[config.mk]
export PLATFORM = sky130hd
export DESIGN_NAME = readout_top
export DESIGN_NICKNAME = d
export VERILOG_FILES = /design/src/readout_pkg.sv /design/src/bank_req_if.sv /design/src/frame_timing.sv /design/src/line_sequencer.sv /design/src/bank_data_mux.sv /design/src/line_fifo.sv /design/src/readout_top.sv
export SDC_FILE = /design/constraint.sdc
export NUM_CORES = 1
export LEC_CHECK = 0
export BUFFER_PORTS_ARGS = -buffer_cell sky130_fd_sc_hd__clkbuf_2
export CORE_AREA = 3 3 255 257
export DETAILED_ROUTE_END_ITERATION = 8
export DIE_AREA = 0 0 258 260
export PLACE_DENSITY = 0.67
export SLEW_MARGIN = 10
export SYNTH_ARGS = -nofsm -noshare
export SYNTH_HDL_FRONTEND = slang
export SYNTH_SLANG_ARGS = --single-unit
[constraint.sdc]
create_clock -name eim_clk -period 5.25 [get_ports eim_clk]
set_input_delay 0.525 -clock eim_clk [delete_from_list [all_inputs] [get_ports eim_clk]]
set_output_delay 0.525 -clock eim_clk [all_outputs]
set_load 0.01 [all_outputs]
[src/readout_pkg.sv]
package readout_pkg;

    //////////////////////////////////////////////////////////////////////
    // Panel geometry
    //////////////////////////////////////////////////////////////////////

    // ROIC memory banks walked per detector line
    localparam int NUM_BANKS = 12;

    // One channel word from a bank
    localparam int PIXEL_W = 24;

    //////////////////////////////////////////////////////////////////////
    // Vector types
    //////////////////////////////////////////////////////////////////////

    typedef logic [PIXEL_W-1:0]   pixel_t;
    // One-hot, bit n selects bank n
    typedef logic [NUM_BANKS-1:0] bank_sel_t;
    // Line count and image height
    typedef logic [11:0]          line_cnt_t;
    // Beat index inside one bank
    typedef logic [7:0]           beat_cnt_t;

    //////////////////////////////////////////////////////////////////////
    // State machines
    //////////////////////////////////////////////////////////////////////

    // Line sequencer
    typedef enum logic [1:0] {
        IDLE,
        READ,
        DRAIN
    } seq_state_t;

    // Frame timing
    typedef enum logic [1:0] {
        WAIT_FRAME,
        ACTIVE,
        CLOSING
    } frame_state_t;

endpackage

[src/bank_req_if.sv]
interface bank_req_if;

    // High only in the cycle the read is issued
    logic                   req_valid;

    // Bank being read, same one-hot as data_read_req
    readout_pkg::bank_sel_t bank;

    // Tags that ride along with the read
    logic                   first_of_frame;
    logic                   last_of_line;

    // Sequencer side
    modport seq (
        output req_valid,
        output bank,
        output first_of_frame,
        output last_of_line
    );

    // Data mux side
    modport mux (
        input  req_valid,
        input  bank,
        input  first_of_frame,
        input  last_of_line
    );

endinterface

[src/frame_timing.sv]
module frame_timing (
    input  logic                   eim_clk,
    input  logic                   eim_rst,
    input  logic                   read_index,
    input  logic                   line_start,
    input  readout_pkg::line_cnt_t image_height,
    input  logic                   line_done,
    output logic                   line_go,
    output logic                   frame_active,
    output logic                   frame_reset
);

    readout_pkg::frame_state_t state;
    readout_pkg::line_cnt_t    lines_done;
    logic                      read_index_q;
    logic                      index_rise;
    logic                      line_busy;
    logic                      accept_line;
    logic                      last_line;

    // Rising edge of read_index opens a frame
    assign index_rise = read_index && !read_index_q;

    // Line start only counts inside a frame and between lines
    assign accept_line = line_start && (state == readout_pkg::ACTIVE) && !line_busy;

    // Line now finishing is the final one of the frame
    assign last_line = (lines_done + 1'b1) == image_height;

    assign frame_active = (state == readout_pkg::ACTIVE);

    //////////////////////////////////////////////////////////////////////
    // Frame start detection
    //////////////////////////////////////////////////////////////////////

    always_ff @(posedge eim_clk or posedge eim_rst) begin
        if (eim_rst) begin
            read_index_q <= 1'b0;
            frame_reset  <= 1'b0;
        end else begin
            read_index_q <= read_index;
            // One pulse per rising edge, one cycle late
            frame_reset  <= index_rise;
        end
    end

    //////////////////////////////////////////////////////////////////////
    // Frame FSM and line counter
    //////////////////////////////////////////////////////////////////////

    always_ff @(posedge eim_clk or posedge eim_rst) begin
        if (eim_rst) begin
            state      <= readout_pkg::WAIT_FRAME;
            lines_done <= '0;
        end else begin
            case (state)
                readout_pkg::WAIT_FRAME: begin
                    if (index_rise) begin
                        state      <= readout_pkg::ACTIVE;
                        lines_done <= '0;
                    end
                end
                readout_pkg::ACTIVE: begin
                    if (line_done) begin
                        lines_done <= lines_done + 1'b1;
                        if (last_line) begin
                            state <= readout_pkg::CLOSING;
                        end
                    end
                end
                // Hold until read_index drops so the same edge cannot reopen
                readout_pkg::CLOSING: begin
                    if (!read_index) begin
                        state <= readout_pkg::WAIT_FRAME;
                    end
                end
                default: state <= readout_pkg::WAIT_FRAME;
            endcase
        end
    end

    // Line handshake with the sequencer
    always_ff @(posedge eim_clk or posedge eim_rst) begin
        if (eim_rst) begin
            line_go   <= 1'b0;
            line_busy <= 1'b0;
        end else begin
            line_go <= accept_line;
            if (accept_line) begin
                line_busy <= 1'b1;
            end else if (line_done) begin
                line_busy <= 1'b0;
            end
        end
    end

endmodule

[src/line_sequencer.sv]
module line_sequencer #(
    parameter int BANK_BEATS = 8
) (
    input  logic                   eim_clk,
    input  logic                   eim_rst,
    input  logic                   line_go,
    input  logic                   frame_active,
    input  logic                   fifo_room,
    bank_req_if.seq                req,
    output readout_pkg::bank_sel_t data_read_req,
    output logic                   line_done
);

    readout_pkg::seq_state_t state;
    readout_pkg::bank_sel_t  bank_oh;
    readout_pkg::beat_cnt_t  beat;
    logic                    first_pending;
    logic                    want_read;
    logic                    issue;
    logic                    last_beat;
    logic                    last_of_line;

    //////////////////////////////////////////////////////////////////////
    // Request decision
    //////////////////////////////////////////////////////////////////////

    // Line_go starts the walk in the same cycle, no idle beat
    assign want_read = (state == readout_pkg::READ) ||
                       ((state == readout_pkg::IDLE) && line_go);

    // No room means hold position and stay quiet
    assign issue = want_read && fifo_room;

    assign last_beat    = (beat == readout_pkg::beat_cnt_t'(BANK_BEATS - 1));
    assign last_of_line = last_beat && bank_oh[readout_pkg::NUM_BANKS-1];

    // Request to the ROIC banks
    assign data_read_req = issue ? bank_oh : '0;

    // Same request with tags toward the data mux
    assign req.req_valid      = issue;
    assign req.bank           = bank_oh;
    assign req.first_of_frame = first_pending;
    assign req.last_of_line   = last_of_line;

    // Pulse right after the final request of the line
    assign line_done = (state == readout_pkg::DRAIN);

    //////////////////////////////////////////////////////////////////////
    // Bank and beat walk
    //////////////////////////////////////////////////////////////////////

    always_ff @(posedge eim_clk or posedge eim_rst) begin
        if (eim_rst) begin
            state   <= readout_pkg::IDLE;
            bank_oh <= readout_pkg::bank_sel_t'(1);
            beat    <= '0;
        end else begin
            case (state)
                readout_pkg::IDLE: begin
                    if (line_go) begin
                        state <= readout_pkg::READ;
                    end
                end
                readout_pkg::READ: begin
                    if (issue && last_of_line) begin
                        state <= readout_pkg::DRAIN;
                    end
                end
                readout_pkg::DRAIN: state <= readout_pkg::IDLE;
                default:            state <= readout_pkg::IDLE;
            endcase

            if (issue) begin
                if (last_beat) begin
                    beat <= '0;
                    // Rotate, bank 11 wraps back to bank 0 for the next line
                    bank_oh <= {bank_oh[readout_pkg::NUM_BANKS-2:0],
                                bank_oh[readout_pkg::NUM_BANKS-1]};
                end else begin
                    beat <= beat + 1'b1;
                end
            end
        end
    end

    // First request of a frame gets the frame tag
    always_ff @(posedge eim_clk or posedge eim_rst) begin
        if (eim_rst) begin
            first_pending <= 1'b1;
        end else if (!frame_active) begin
            first_pending <= 1'b1;
        end else if (issue) begin
            first_pending <= 1'b0;
        end
    end

endmodule

[src/bank_data_mux.sv]
module bank_data_mux #(
    parameter int READ_LATENCY = 2
) (
    input  logic                eim_clk,
    input  logic                eim_rst,
    bank_req_if.mux             req,
    input  readout_pkg::pixel_t roic_read_data_a [readout_pkg::NUM_BANKS],
    input  readout_pkg::pixel_t roic_read_data_b [readout_pkg::NUM_BANKS],
    output logic                wr_en,
    output readout_pkg::pixel_t wr_data_a,
    output readout_pkg::pixel_t wr_data_b,
    output logic                wr_last,
    output logic                wr_first
);

    localparam int LAST = READ_LATENCY - 1;

    // Tag pipeline, one stage per cycle of bank latency
    logic                   pipe_valid [READ_LATENCY];
    readout_pkg::bank_sel_t pipe_bank  [READ_LATENCY];
    logic                   pipe_first [READ_LATENCY];
    logic                   pipe_last  [READ_LATENCY];

    readout_pkg::pixel_t    sel_a;
    readout_pkg::pixel_t    sel_b;

    //////////////////////////////////////////////////////////////////////
    // Request tag delay
    //////////////////////////////////////////////////////////////////////

    always_ff @(posedge eim_clk or posedge eim_rst) begin
        if (eim_rst) begin
            for (int i = 0; i < READ_LATENCY; i++) begin
                pipe_valid[i] <= 1'b0;
            end
        end else begin
            pipe_valid[0] <= req.req_valid;
            for (int i = 1; i < READ_LATENCY; i++) begin
                pipe_valid[i] <= pipe_valid[i-1];
            end
        end
    end

    // Tags only matter where the valid bit is set
    always_ff @(posedge eim_clk) begin
        pipe_bank[0]  <= req.bank;
        pipe_first[0] <= req.first_of_frame;
        pipe_last[0]  <= req.last_of_line;
        for (int i = 1; i < READ_LATENCY; i++) begin
            pipe_bank[i]  <= pipe_bank[i-1];
            pipe_first[i] <= pipe_first[i-1];
            pipe_last[i]  <= pipe_last[i-1];
        end
    end

    //////////////////////////////////////////////////////////////////////
    // Bank select and capture
    //////////////////////////////////////////////////////////////////////

    // One-hot AND-OR select, bank lines are valid at the pipe end
    always_comb begin
        sel_a = '0;
        sel_b = '0;
        for (int i = 0; i < readout_pkg::NUM_BANKS; i++) begin
            if (pipe_bank[LAST][i]) begin
                sel_a = sel_a | roic_read_data_a[i];
                sel_b = sel_b | roic_read_data_b[i];
            end
        end
    end

    // FIFO write one cycle after the data is sampled
    always_ff @(posedge eim_clk or posedge eim_rst) begin
        if (eim_rst) begin
            wr_en    <= 1'b0;
            wr_first <= 1'b0;
            wr_last  <= 1'b0;
        end else begin
            wr_en    <= pipe_valid[LAST];
            wr_first <= pipe_valid[LAST] && pipe_first[LAST];
            wr_last  <= pipe_valid[LAST] && pipe_last[LAST];
        end
    end

    always_ff @(posedge eim_clk) begin
        wr_data_a <= sel_a;
        wr_data_b <= sel_b;
    end

endmodule

[src/line_fifo.sv]
module line_fifo #(
    parameter int FIFO_DEPTH = 8
) (
    input  logic                eim_clk,
    input  logic                eim_rst,
    input  logic                reserve,
    input  logic                wr_en,
    input  readout_pkg::pixel_t wr_data_a,
    input  readout_pkg::pixel_t wr_data_b,
    input  logic                wr_last,
    input  logic                wr_first,
    output logic                fifo_room,
    input  logic                out_ready,
    output logic                out_valid,
    output readout_pkg::pixel_t out_data_a,
    output readout_pkg::pixel_t out_data_b,
    output logic                out_last,
    output logic                out_first
);

    localparam int PTR_W = (FIFO_DEPTH > 1) ? $clog2(FIFO_DEPTH) : 1;
    localparam int CNT_W = $clog2(FIFO_DEPTH + 1);

    // Entry storage, word pair plus tags
    readout_pkg::pixel_t mem_a     [FIFO_DEPTH];
    readout_pkg::pixel_t mem_b     [FIFO_DEPTH];
    logic                mem_last  [FIFO_DEPTH];
    logic                mem_first [FIFO_DEPTH];

    logic [PTR_W-1:0]    wr_ptr;
    logic [PTR_W-1:0]    rd_ptr;
    logic [CNT_W-1:0]    stored;
    logic [CNT_W-1:0]    reserved;
    logic [CNT_W:0]      committed;
    logic                pop;

    // Room counts reads already in flight toward us
    assign committed = stored + reserved;
    assign fifo_room = committed < (CNT_W + 1)'(FIFO_DEPTH);

    // Show-ahead read side
    assign out_valid  = (stored != '0);
    assign pop        = out_valid && out_ready;
    assign out_data_a = mem_a[rd_ptr];
    assign out_data_b = mem_b[rd_ptr];
    assign out_last   = out_valid && mem_last[rd_ptr];
    assign out_first  = out_valid && mem_first[rd_ptr];

    always_ff @(posedge eim_clk) begin
        if (wr_en) begin
            mem_a[wr_ptr]     <= wr_data_a;
            mem_b[wr_ptr]     <= wr_data_b;
            mem_last[wr_ptr]  <= wr_last;
            mem_first[wr_ptr] <= wr_first;
        end
    end

    always_ff @(posedge eim_clk or posedge eim_rst) begin
        if (eim_rst) begin
            wr_ptr   <= '0;
            rd_ptr   <= '0;
            stored   <= '0;
            reserved <= '0;
        end else begin
            if (wr_en) begin
                wr_ptr <= (wr_ptr == PTR_W'(FIFO_DEPTH - 1)) ? '0 : wr_ptr + 1'b1;
            end
            if (pop) begin
                rd_ptr <= (rd_ptr == PTR_W'(FIFO_DEPTH - 1)) ? '0 : rd_ptr + 1'b1;
            end
            case ({wr_en, pop})
                2'b10:   stored <= stored + 1'b1;
                2'b01:   stored <= stored - 1'b1;
                default: stored <= stored;
            endcase
            // Each write settles one earlier reservation
            case ({reserve, wr_en})
                2'b10:   reserved <= reserved + 1'b1;
                2'b01:   reserved <= reserved - 1'b1;
                default: reserved <= reserved;
            endcase
        end
    end

endmodule

[src/readout_top.sv]
module readout_top #(
    parameter int BANK_BEATS   = 8,
    parameter int READ_LATENCY = 2,
    parameter int FIFO_DEPTH   = 8
) (
    input  logic                   eim_clk,
    input  logic                   eim_rst,
    input  logic                   read_index,
    input  logic                   line_start,
    input  readout_pkg::line_cnt_t image_height,
    input  readout_pkg::pixel_t    roic_read_data_a [readout_pkg::NUM_BANKS],
    input  readout_pkg::pixel_t    roic_read_data_b [readout_pkg::NUM_BANKS],
    output readout_pkg::bank_sel_t data_read_req,
    input  logic                   read_axis_tready,
    output logic                   read_axis_tvalid,
    output readout_pkg::pixel_t    read_axis_tdata_a,
    output readout_pkg::pixel_t    read_axis_tdata_b,
    output logic                   read_axis_tlast,
    output logic                   read_axis_tuser,
    output logic                   frame_reset,
    output logic                   frame_active
);

    logic                line_go;
    logic                line_done;
    logic                fifo_room;
    logic                wr_en;
    logic                wr_last;
    logic                wr_first;
    readout_pkg::pixel_t wr_data_a;
    readout_pkg::pixel_t wr_data_b;

    bank_req_if req_if ();

    //////////////////////////////////////////////////////////////////////
    // Control path
    //////////////////////////////////////////////////////////////////////

    frame_timing u_frame_timing (
        .eim_clk      (eim_clk),
        .eim_rst      (eim_rst),
        .read_index   (read_index),
        .line_start   (line_start),
        .image_height (image_height),
        .line_done    (line_done),
        .line_go      (line_go),
        .frame_active (frame_active),
        .frame_reset  (frame_reset)
    );

    line_sequencer #(.BANK_BEATS(BANK_BEATS)) u_line_sequencer (
        .eim_clk       (eim_clk),
        .eim_rst       (eim_rst),
        .line_go       (line_go),
        .frame_active  (frame_active),
        .fifo_room     (fifo_room),
        .req           (req_if.seq),
        .data_read_req (data_read_req),
        .line_done     (line_done)
    );

    // Data path, bank words into the line FIFO
    bank_data_mux #(.READ_LATENCY(READ_LATENCY)) u_bank_data_mux (
        .eim_clk (eim_clk), .eim_rst (eim_rst), .req (req_if.mux),
        .roic_read_data_a (roic_read_data_a), .roic_read_data_b (roic_read_data_b),
        .wr_en (wr_en), .wr_data_a (wr_data_a), .wr_data_b (wr_data_b),
        .wr_last (wr_last), .wr_first (wr_first)
    );

    // Every issued read books one FIFO slot
    line_fifo #(.FIFO_DEPTH(FIFO_DEPTH)) u_line_fifo (
        .eim_clk (eim_clk), .eim_rst (eim_rst), .reserve (req_if.req_valid),
        .wr_en (wr_en), .wr_data_a (wr_data_a), .wr_data_b (wr_data_b),
        .wr_last (wr_last), .wr_first (wr_first), .fifo_room (fifo_room),
        .out_ready (read_axis_tready), .out_valid (read_axis_tvalid),
        .out_data_a (read_axis_tdata_a), .out_data_b (read_axis_tdata_b),
        .out_last (read_axis_tlast), .out_first (read_axis_tuser)
    );

endmodule

==> run metrics, run 1 <==
status=complete, no violations; CP max FO=33; area leader, netlist=edfxtp_1; min-delay worst type=input pin to flip-flop; number of flops mapped to enable cells by yosys=400; Compound-Gate Fraction of Synth Area=12.6%; Setup WS pre-CTS=2.05 ns; pin count of the biggest net entering global routing=53; crit path capture type=output port; row count=92; clock transition at the registers of the reported paths=0.06 ns; max_slew headroom=between 20 and 30%; delay of the slowest cell on the worst path=0.88 ns; Yosys cell types=57; CP Launch Type=flip-flop; main combinational cell family by area after synthesis=multiplexers; PnR Total Power=just under 10 mW; initial antenna violation count=40; WP data required=4.72 ns; final setup vio count=0; synthesized instance count=1368; vias per cell=just under 6; mux cell area share after synthesis=13.6%; Area Overhead vs Synth=26.8%; crit path cell chain=buf_4 -> mux4_2 -> mux2_2 -> clkbuf_2; vias in the first global route=16856; Worst Tran Pin Value=1.08 ns; setup ws final=around 1.8 ns; Max Cap Viol=0; Vias=17016; Worst path top cell family by delay=flip-flops; most common cell after layout, fill and taps aside=clkbuf_2; crit path DAT=2.95 ns; CP max stage cell=dfrtp_4; RSZ-0062 raised after global routing=no; Main synth FF type=edfxtp_1; final hold vios=0; worst path bufs/invs=2; Synth top area share=52.7%; post-synthesis xor/xnor area fraction=1.11%; pwr dens=340 mW/mm^2; most frequent cells in the layout=657 x clkbuf_2, 400 x edfxtp_1, 144 x a22o_1, 144 x a221oi_1, 100 x mux4_2; final WL=93.6 mm; Mapped Area=around 0.023 mm^2; Fmax achieved=about 290 MHz; # port buffers=657; Final period util=around two thirds; drt drc=0; dpl cells=2802; fin cells=2923; Die ar.=0.0671 mm^2; total CTS buffers=55; gr usage total=a little over a quarter; Synth Register Bits=536; WL/cell=32.0 um; Routed Antenna Nets=0; hpwl dp=68.1 mm; syn_nets=1978; RD Place Congestion=1.06; critical path type=flip-flop to output port; VDD IR max=0.307 mV; fin crit period=3.48 ns; total grt overflow=0; Core ar.=between 0.06 and 0.07 mm^2; Sink Count=536; max-slew violation count=0; DRT iter0 DRCs=1755; first-pass GRT wire length=126 mm; post-route setup TNS=0 ns; starting density of the core=36.2%; root buf cell=clkbuf_16; TritonCTS clock tree=yes; layout cells sized above 1=47.4%; Synth async-reset ratio=between 10% and 20%; syn avg cell area=16.7 um^2; Post-Synth Adder-Cell Area=0.999%; Fill cells=~5600; H-tree depth=2; 1st-pass router iterations=8; Seq/Total Area, Yosys=between 60% and 70%; hold_ws=0.0656 ns; top post-synthesis cells by area=edfxtp_1 53%, mux4_2 9.9%, dfxtp_1 6.7%; Leak=~10 nW; chip width=258 um; # nets final=approximately 2600; die height=260 um; final setup skew=0.0182 ns; clk buf depth=3; Synth Warn #=0; clk_lat worst skew=~0.60 ns; Ports=between 600 and 700; Post-Synth Simple-Gate Area=3.73%
through the flow:
step	cell area (um^2)	utilization [%]
floorplan	22800	-
global placement	27100	43.0
detailed placement	27100	43.0
CTS	28900	45.8
global route	28900	45.9
finish	28900	45.9
timing repair:
action	CTS	global route
buffers inserted	0	0
hold buffers	1	0
hold endpoints to repair	16	0
setup endpoints to repair	0	0
gates resized for setup	0	0
state kept, by name, indices dropped and copies added, names as in the netlist, 2 cells and up:
register	cells
u_bank_data_mux.pipe_bank	24
u_frame_timing.state	2
u_frame_timing.lines_done	12
u_line_fifo.rd_ptr	3
u_line_fifo.wr_ptr	3
u_line_sequencer.beat	8
u_line_fifo.mem_a	192
u_bank_data_mux.wr_data_a	24
u_line_fifo.stored	4
u_line_fifo.mem_b	192
u_bank_data_mux.pipe_first	2
u_line_fifo.mem_last	8
u_bank_data_mux.pipe_last	2
u_line_sequencer.state	2
u_line_sequencer.req.bank	12
u_line_fifo.reserved	4
u_bank_data_mux.wr_data_b	24
u_line_fifo.mem_first	8
u_bank_data_mux.pipe_valid	2
report_power, final:
part	internal, mW	total [mW]	switching [mW]
sequential	4.55	4.84	0.294
combinational	0.622	1.14	0.521
clock	2.21	3.85	1.63
metal layers:
metal / vias to the layer above / track usage, % / part of all wire [%]
li1: 7071 / - / -
met1: 8609 / 33.9 / 39
met2: 1092 / 43.0 / 46
met3: 222 / 10.0 / 11
met4: 22 / 8.36 / 3.7
met5: - / 2.49 / 0.37
final timing paths:
path | slack, ns | endpoint | cells past startpoint | startpoint
min | 0.07 | u_frame_timing.read_index_q$_DFF_PP0_ | 1 | read_index
max | 1.77 | read_axis_tdata_b[6] | 4 | u_line_fifo.rd_ptr[0]$_DFFE_PP0P_
min in group asynchronous | 0.44 | u_frame_timing.read_index_q$_DFF_PP0_ | 3 | eim_rst
max reg2reg | 2.06 | u_line_fifo.reserved[3]$_DFFE_PP0P_ | 11 | u_line_fifo.stored[3]$_DFFE_PP0P_
min reg2reg | 0.33 | u_bank_data_mux.pipe_bank[0][22]$_DFF_P_ | 0 | u_bank_data_mux.pipe_bank[0][10]$_DFF_P_
max in group asynchronous | 3.82 | u_line_fifo.rd_ptr[2]$_DFFE_PP0P_ | 4 | eim_rst
cells by family (layout without fill, tap and decap cells):
logic type                 after synthesis  count (layout)
DFF                                    536             536
AOI/OAI and AO/OA                      342             342
muxes                                  172             172
and+or+nand+nor                        159             159
buffers and inverters                  113             806
xor gates and xnor gates                29              29
adders and majority gates               17              17
other                                    0              16
synthesized netlist by cell type, drive strengths merged (6+ instances only):
cell type,instances
a221oi,144
edfxtp,400
buf,34
a22o,144
o31ai,6
o21ai,19
xor2,13
nor3,6
inv,12
xnor2,16
mux2,67
and2,17
a21oi,11
clkbuf,67
ha,15
nand2,25
nand3,57
nor2,23
dfrtp,58
nor2b,6
dfxtp,76
mux4,100
layout make-up:
type / count / area [um^2] / area share [%]
antenna: 16 / 40.0 / 0.138
clock buffer: 75 / 1540 / 5.34
clock inverter: 29 / 253 / 0.874
inverter: 12 / 45.0 / 0.156
multi-input combinational: 719 / 7360 / 25.4
sequential: 536 / 15100 / 52.1
tap: 846 / 1060 / 3.66
timing repair buffer: 690 / 3550 / 12.3
Power figures use the tool's default switching activity.
==> run 2: changes to the inputs <==
==> constraint.sdc (replaced) <==
create_clock -name eim_clk -period 3.2 [get_ports eim_clk]
set_input_delay 0.32 -clock eim_clk [delete_from_list [all_inputs] [get_ports eim_clk]]
set_output_delay 0.32 -clock eim_clk [all_outputs]
set_load 0.01 [all_outputs]
==> run 2 against run 1 <==
Clock power up 67%. Register-to-register slack worse by 1.8 ns. Sequential share of layout area down 1.6 points. Design area grew 3.4%. Utilization rose by 1.6 points. Total power grew 67%. Sequential power rose by 61%.
==> run metrics, run 2 (synthesis gave the netlist of run 1 again) <==
Area Overhead vs Synth=31.1% (was 26.8%); row count=92 (unchanged); FF-to-FF Start=u_bank_data_mux.pipe_bank[0][13]$_DFF_P_ (was u_line_fifo.stored[3]$_DFFE_PP0P_); H-tree depth=2 (unchanged); gr usage total=30.0% (was 26.9%); max_slew headroom=27.0% (was 28.0%); critical path type=flip-flop to output port (unchanged); CP max stage cell=or4_4 (was dfrtp_4); clk_lat worst skew=0.61 ns (was 0.60 ns); hpwl dp=77.7 mm (was 68.1 mm); PnR Total Power=16.4 mW (was 9.83 mW); fin crit period=roughly 3 ns; Seq. cell area=0.0151 mm^2 (about the same); vias in the first global route=17185 (was 16856); clk buf depth=3 (unchanged); dpl cells=2815 (was 2802); vias per cell=5.83 (was 5.82); Die ar.=0.0671 mm^2 (unchanged); Sink Count=536 (unchanged); most common cell after layout, fill and taps aside=clkbuf_2 (unchanged); CP max FO=21 (was 33); VDD IR max=0.447 mV (was 0.307 mV); HP Start=roic_read_data_b[213] (was read_index); Worst path top cell family by delay=simple AND/OR/NAND/NOR gates (was flip-flops); Final period util=93.1%; chip width=258 um (unchanged); status=complete, no violations (unchanged); final setup skew=0.0210 ns (was 0.0182 ns); clock transition at the registers of the reported paths=0.06 ns (about the same); crit path DAT=2.66 ns (was 2.95 ns); R2R setup slack=0.30 ns (was 2.06 ns); RD Place Congestion=1.07 (was 1.06); delay of the slowest cell on the worst path=0.54 ns (was 0.88 ns); post-route setup TNS=0 ns (unchanged); Core ar.=0.0630 mm^2 (unchanged); worst r2r path cells=6 (was 11); root buf cell=clkbuf_16 (unchanged); pwr dens=549 mW/mm^2 (was 340 mW/mm^2); Hold Path Stages=3 (was 1); worst path bufs/invs=2 (unchanged); Hold Path Sink=u_bank_data_mux.wr_data_b[21]$_DFF_P_ (was u_frame_timing.read_index_q$_DFF_PP0_); total CTS buffers=54 (was 55); DRT iter0 DRCs=2117 (was 1755); # nets final=2703 (was 2624); Layout Utilization=47.5% (was 45.9%); Fill cells=5556 (was 5636); Resized Gates After CTS=0 (unchanged); Routed Antenna Nets=0 (unchanged); TritonCTS clock tree=yes (unchanged); Leak=10.5 nW (was 10.1 nW); 1st-pass router iterations=6 (was 8); WL/cell=34.5 um (was 32.0 um); top flop regs=u_line_fifo.mem_a: 192 flops, u_line_fifo.mem_b: 192 flops (unchanged); die height=260 um (unchanged); first-pass GRT wire length=139 mm (was 126 mm); CP Launch Type=flip-flop (unchanged); setup ws final=0.220 ns (was 1.77 ns); crit path capture type=output port (unchanged); pin count of the biggest net entering global routing=61 (was 53); Multi-input gate area=0.00737 mm^2 (was 0.00736 mm^2); min-delay worst type=input pin to flip-flop (unchanged); Ports=658 (unchanged); total grt overflow=0 (unchanged); Setup WS pre-CTS=0.464 ns (was 2.05 ns); WP data required=2.88 ns (was 4.72 ns); max-slew violation count=0 (unchanged); reg-to-reg endpoint=u_bank_data_mux.wr_data_b[15]$_DFF_P_ (was u_line_fifo.reserved[3]$_DFFE_PP0P_); layout cells sized above 1=46.6% (was 47.4%); final hold vios=0 (unchanged); most frequent cells in the layout=657 x clkbuf_2, 400 x edfxtp_1, 144 x a22o_1 (was 657 x clkbuf_2, 400 x edfxtp_1, 144 x a22o_1, 144 x a221oi_1, 100 x mux4_2); # port buffers=657 (unchanged); fin cells=3011 (was 2923); RSZ-0062 raised after global routing=no (unchanged); Fmax achieved=336 MHz; Vias=17541 (was 17016); starting density of the core=36.2% (unchanged); final WL=104 mm (was 93.6 mm); final setup vio count=0 (unchanged); crit path cell chain=ha_1 -> or4_4 -> a21oi_4 -> buf_4 -> and2_1 -> clkbuf_2 (was buf_4 -> mux4_2 -> mux2_2 -> clkbuf_2); drt drc=0 (unchanged); Worst Tran Pin Value=1.10 ns (was 1.08 ns); initial antenna violation count=50 (was 40); Max Cap Viol=0 (unchanged)
## run 2: worst max-delay path by stage
stage,start,to,cells past startpoint
global route,u_line_fifo.rd_ptr[0]$_DFFE_PP0P_,read_axis_tdata_b[22],4
detailed placement,u_line_fifo.reserved[3]$_DFFE_PP0P_,u_line_fifo.reserved[3]$_DFFE_PP0P_,11
floorplan,u_line_fifo.wr_ptr[0]$_DFFE_PP0P_,u_line_fifo.mem_a[6][0]$_DFFE_PP_,2
CTS,u_line_fifo.rd_ptr[0]$_DFFE_PP0P_,read_axis_tdata_b[7],4
finish,u_line_fifo.stored[3]$_DFFE_PP0P_,data_read_req[11],6
global placement,u_line_fifo.reserved[3]$_DFFE_PP0P_,u_line_fifo.reserved[3]$_DFFE_PP0P_,11
## run 2: through the flow
step,area (um^2),hold WS [ns]
floorplan,22800,0.310
global placement,27300,0.309
detailed placement,27300,0.312
CTS,29800,0.00241
global route,29900,0.00758
finish,29900,0.0308
## run 2: final cells by class
class                   count  area share (%)
flip-flops and latches    536            50.5
inverters                  12           0.151
multi-input cells         719            24.7
clock buffers              69            4.94
diodes                     26           0.218
well taps                 846            3.54
repair buffers            770            14.8
clock inverters            33            1.19
## run 2: power breakdown
| part | leakage, nW | switching (mW) | total, mW | internal, mW |
|---|---|---|---|---|
| sequential | 4.14 | 0.316 | 7.77 | 7.45 |
| combinational | 5.51 | 1.11 | 2.23 | 1.12 |
| clock | 0.892 | 2.71 | 6.42 | 3.70 |
| total | 10.5 | 4.14 | 16.4 | 12.3 |
## run 2: routing by layer
metal	track usage, %	wire length, um
met5	0	230
met4	12.1	4600
met3	12.1	12600
met2	45.1	46200
met1	38.9	40200
## run 2: timing repair
| action | in CTS | in global routing |
|---|---|---|
| endpoints found under the setup margin | 0 | 41 |
| setup buffers | 0 | 1 |
| hold endpoints to repair | 54 | 0 |
| hold buffers | 67 | 0 |
## run 2: worst min-delay path: stages
cell and delay (ns):
clkbuf_2 0.08, a221oi_1 0.11, nand3_1 0.09
==> run 3: changes to the inputs <==
--- a/config.mk
+++ b/config.mk
@@ -5,11 +5,12 @@
 export SDC_FILE = /design/constraint.sdc
 export NUM_CORES = 1
 export LEC_CHECK = 0
+export ABC_AREA = 1
 export BUFFER_PORTS_ARGS = -buffer_cell sky130_fd_sc_hd__clkbuf_2
 export CORE_AREA = 3 3 255 257
 export DETAILED_ROUTE_END_ITERATION = 8
 export DIE_AREA = 0 0 258 260
-export PLACE_DENSITY = 0.67
+export PLACE_DENSITY = 0.68
 export SLEW_MARGIN = 10
 export SYNTH_ARGS = -nofsm -noshare
 export SYNTH_HDL_FRONTEND = slang
==> run 3 against run 2 <==
Sequential power down 2.7%. Synthesized cell count up 58%. Clock-buffer cell count up 4.
==> run metrics, run 3 <==
status=complete, no violations (unchanged); hold_ws=0.0220 ns (was 0.0308 ns); Vias=20461 (was 17541); Hold Path Sink=u_bank_data_mux.wr_data_a[3]$_DFF_P_ (was u_bank_data_mux.wr_data_b[21]$_DFF_P_); DRT iter0 DRCs=1872 (was 2117); vias per cell=5.42 (was 5.83); hpwl dp=62.5 mm (was 77.7 mm); syn_nets=2774 (was 1978); max-slew violation count=0 (unchanged); final hold vios=0 (unchanged); chip width=258 um (unchanged); CP max FO=66 (was 21); gr usage total=25.1% (was 30.0%); Final period util=95.2% (was 93.1%); Worst Tran Pin Value=1.23 ns (was 1.10 ns); Synth Warn #=0 (unchanged); die height=260 um (unchanged); PnR Total Power=18.9 mW (was 16.4 mW); top post-synthesis cells by area=edfxtp_1 52%, dfxtp_1 6.5%, nor2_1 6.4% (was edfxtp_1 53%, mux4_2 9.9%, dfxtp_1 6.7%); Die ar.=0.0671 mm^2 (unchanged); post-route setup TNS=0 ns (unchanged); crit path capture type=output port (unchanged); root buf cell=clkbuf_16 (unchanged); post-synthesis xor/xnor area fraction=0.414% (was 1.11%); vias in the first global route=19334 (was 17185); critical path type=flip-flop to output port (unchanged); mux cell area share after synthesis=0% (was 13.6%); Mapped Area=0.0232 mm^2 (was 0.0228 mm^2); CP Launch Type=flip-flop (unchanged); 1st-pass router iterations=6 (unchanged); Post-synth top cells=400 x edfxtp_1, 397 x nor2_1, 298 x nand2_1 (was 400 x edfxtp_1, 144 x a221oi_1, 144 x a22o_1); VDD IR max=0.415 mV (was 0.447 mV); synthesized instance count=2164 (was 1368); Fill cells=5711 (was 5556); Core ar.=0.0630 mm^2 (unchanged); max_slew headroom=17.9% (was 27.0%); HP Start=roic_read_data_a[3] (was roic_read_data_b[213]); most frequent cells in the layout=657 x clkbuf_2, 400 x edfxtp_1, 389 x nor2_1 (was 657 x clkbuf_2, 400 x edfxtp_1, 144 x a22o_1); Leak=11.5 nW (was 10.5 nW); pwr dens=621 mW/mm^2 (was 549 mW/mm^2); Fmax achieved=328 MHz (was 336 MHz); pin count of the biggest net entering global routing=102 (was 61); Routed Antenna Nets=0 (unchanged); CP max stage cell=dfrtp_4 (was or4_4); Sink Count=536 (unchanged); number of flops mapped to enable cells by yosys=400 (unchanged); Hold Path Stages=3 (unchanged); Area Overhead vs Synth=30.6% (was 31.1%); clk_lat worst skew=0.63 ns (was 0.61 ns); clock transition at the registers of the reported paths=0.06 ns (about the same); worst path bufs/invs=3 (was 2); Seq/Total Area, Yosys=64.7% (was 66.0%); top flop regs=u_line_fifo.mem_a: 192 flops, u_line_fifo.mem_b: 192 flops (unchanged); clk buf depth=3 (unchanged); Post-Synth Simple-Gate Area=14.1% (was 3.73%); min-delay worst type=input pin to flip-flop (unchanged); Layout Utilization=48.2% (was 47.5%); first-pass GRT wire length=124 mm (was 139 mm); H-tree depth=2 (unchanged); cell with the most instances after synthesis=edfxtp_1 (unchanged); final WL=88.5 mm (was 104 mm); drt drc=0 (unchanged); initial antenna violation count=10 (was 50); Max Cap Viol=0 (unchanged); Worst path top cell family by delay=buffers and inverters (was simple AND/OR/NAND/NOR gates); row count=92 (unchanged); Compound-Gate Fraction of Synth Area=16.4% (was 12.6%); final setup vio count=0 (unchanged); RSZ-0062 raised after global routing=no (unchanged); crit path DAT=2.73 ns (was 2.66 ns); layout cells sized above 1=29.4% (was 46.6%); crit path cell chain=buf_16 -> buf_4 -> o21ai_0 -> o22ai_1 -> nor2_1 -> a31oi_1 -> clkbuf_2 (was ha_1 -> or4_4 -> a21oi_4 -> buf_4 -> and2_1 -> clkbuf_2); RD Place Congestion=0.941 (was 1.07); Yosys cell types=38 (was 57); total grt overflow=0 (unchanged); Synth async-reset ratio=11.2% (unchanged); final setup skew=0.0448 ns (was 0.0210 ns); main combinational cell family by area after synthesis=compound AO/OA/AOI/OAI gates (was multiplexers); # port buffers=657 (unchanged); syn avg cell area=10.7 um^2 (was 16.7 um^2); Ports=658 (unchanged); total CTS buffers=55 (was 54); starting density of the core=36.9% (was 36.2%); WP data required=2.88 ns (about the same); area leader, netlist=edfxtp_1 (unchanged); fin crit period=3.05 ns (was 2.98 ns); # nets final=3488 (was 2703); Post-Synth Adder-Cell Area=0.979% (was 0.999%); most common cell after layout, fill and taps aside=clkbuf_2 (unchanged); Synth top area share=51.7% (was 52.7%); R2R setup slack=0.19 ns (was 0.30 ns); TritonCTS clock tree=yes (unchanged); Synth Register Bits=536 (unchanged); delay of the slowest cell on the worst path=0.56 ns (was 0.54 ns); worst r2r path cells=7 (was 6); FF-to-FF Start=u_bank_data_mux.pipe_bank[0][23]$_DFF_P_ (was u_bank_data_mux.pipe_bank[0][13]$_DFF_P_); WL/cell=23.5 um (was 34.5 um); reg-to-reg endpoint=u_bank_data_mux.wr_data_a[1]$_DFF_P_ (was u_bank_data_mux.wr_data_b[15]$_DFF_P_); Main synth FF type=edfxtp_1 (unchanged)
==> run 3: cell count changes after synthesis, moves of 34 or more <==
| cell | previous run | this run |
|---|---|---|
| mux2_2 | 57 | 0 |
| mux4_2 | 100 | 0 |
| o21ai_0 | 18 | 236 |
| inv_1 | 12 | 62 |
| clkbuf_1 | 67 | 101 |
| a22o_1 | 144 | 84 |
| nor2_1 | 23 | 397 |
| nand2_1 | 24 | 298 |
| o22ai_1 | 0 | 58 |
| a31oi_1 | 3 | 50 |
==> run 3: layer usage <==
| metal | vias up | global-route usage (%) | routed length [um] |
|---|---|---|---|
| li1 | 9362 | - | - |
| met1 | 9718 | 33.5 | 36000 |
| met2 | 1169 | 39.4 | 40700 |
| met3 | 210 | 6.51 | 8430 |
| met4 | 2 | 9.68 | 3360 |
| met5 | - | 0 | 13 |
==> run 3: worst register-to-register path: cells and delay by family (launching register included) <==
family | cells | cell delay (ns)
simple gates | 3 | 0.32
buf+inv | 3 | 1.66
flops | 1 | 0.91
compound gates | 1 | 0.05
==> run 3: power by group <==
part           internal, mW  total (mW)  switching [mW]
registers              7.45        7.56           0.109
clock network          3.80        6.49            2.70
logic                  1.61        4.80            3.19
==> run 3: how the worst max path moves through the flow <==
stage          slack (ns)                         startpoint  depth (start not counted)                                 to
4_1_cts              0.03  u_line_fifo.rd_ptr[0]$_DFFE_PP0P_                          7              read_axis_tdata_b[20]
5_1_grt              0.01  u_line_fifo.rd_ptr[0]$_DFFE_PP0P_                          7              read_axis_tdata_b[20]
3_5_place_dp         0.60  u_line_fifo.rd_ptr[0]$_DFFE_PP0P_                          7              read_axis_tdata_b[20]
3_3_place_gp         0.62  u_line_fifo.rd_ptr[0]$_DFFE_PP0P_                          7              read_axis_tdata_b[20]
6_report             0.15  u_line_fifo.rd_ptr[0]$_DFFE_PP0P_                          7              read_axis_tdata_b[20]
2_1_floorplan       -0.14    u_bank_data_mux.wr_en$_DFF_PP0_                          3  u_line_fifo.mem_a[0][0]$_DFFE_PP_
==> run 3: stage by stage <==
stage	std cells	instance area, um^2	setup WS, ns
detailed placement	3599	27800	0.595
finish	3772	30400	0.154
CTS	3768	30300	0.0322
global route	3771	30400	0.0132
floorplan	2164	23200	-0.145
global placement	3599	27800	0.616
==> run 3: logic make-up after synthesis <==
group | Yosys count
xor gates and xnor gates | 11
DFF | 536
buffers and inverters | 206
AOI/OAI and AO/OA | 582
adders and majority gates | 17
and+or+nand+nor | 812
==> run 3: layout make-up <==
cell class                      count  area (um^2)  share of cell area (%)
Tap cell                          846         1060                    3.49
Clock inverter                     29          358                    1.18
Multi-Input combinational cell   1422         7470                    24.6
Timing Repair Buffer              798         4660                    15.4
Sequential cell                   536        15100                    49.6
Inverter                           65          253                   0.832
Clock buffer                       73         1500                    4.93
Antenna cell                        3         7.51                  0.0247
==> run 3: timing repair <==
action / 4_1_cts / 5_1_grt
hold buffers: 66 / 0
gates resized for setup: 0 / 1
buffers inserted: 1 / 1
endpoints found under the setup margin: 1 / 6
hold endpoints to repair: 57 / 0
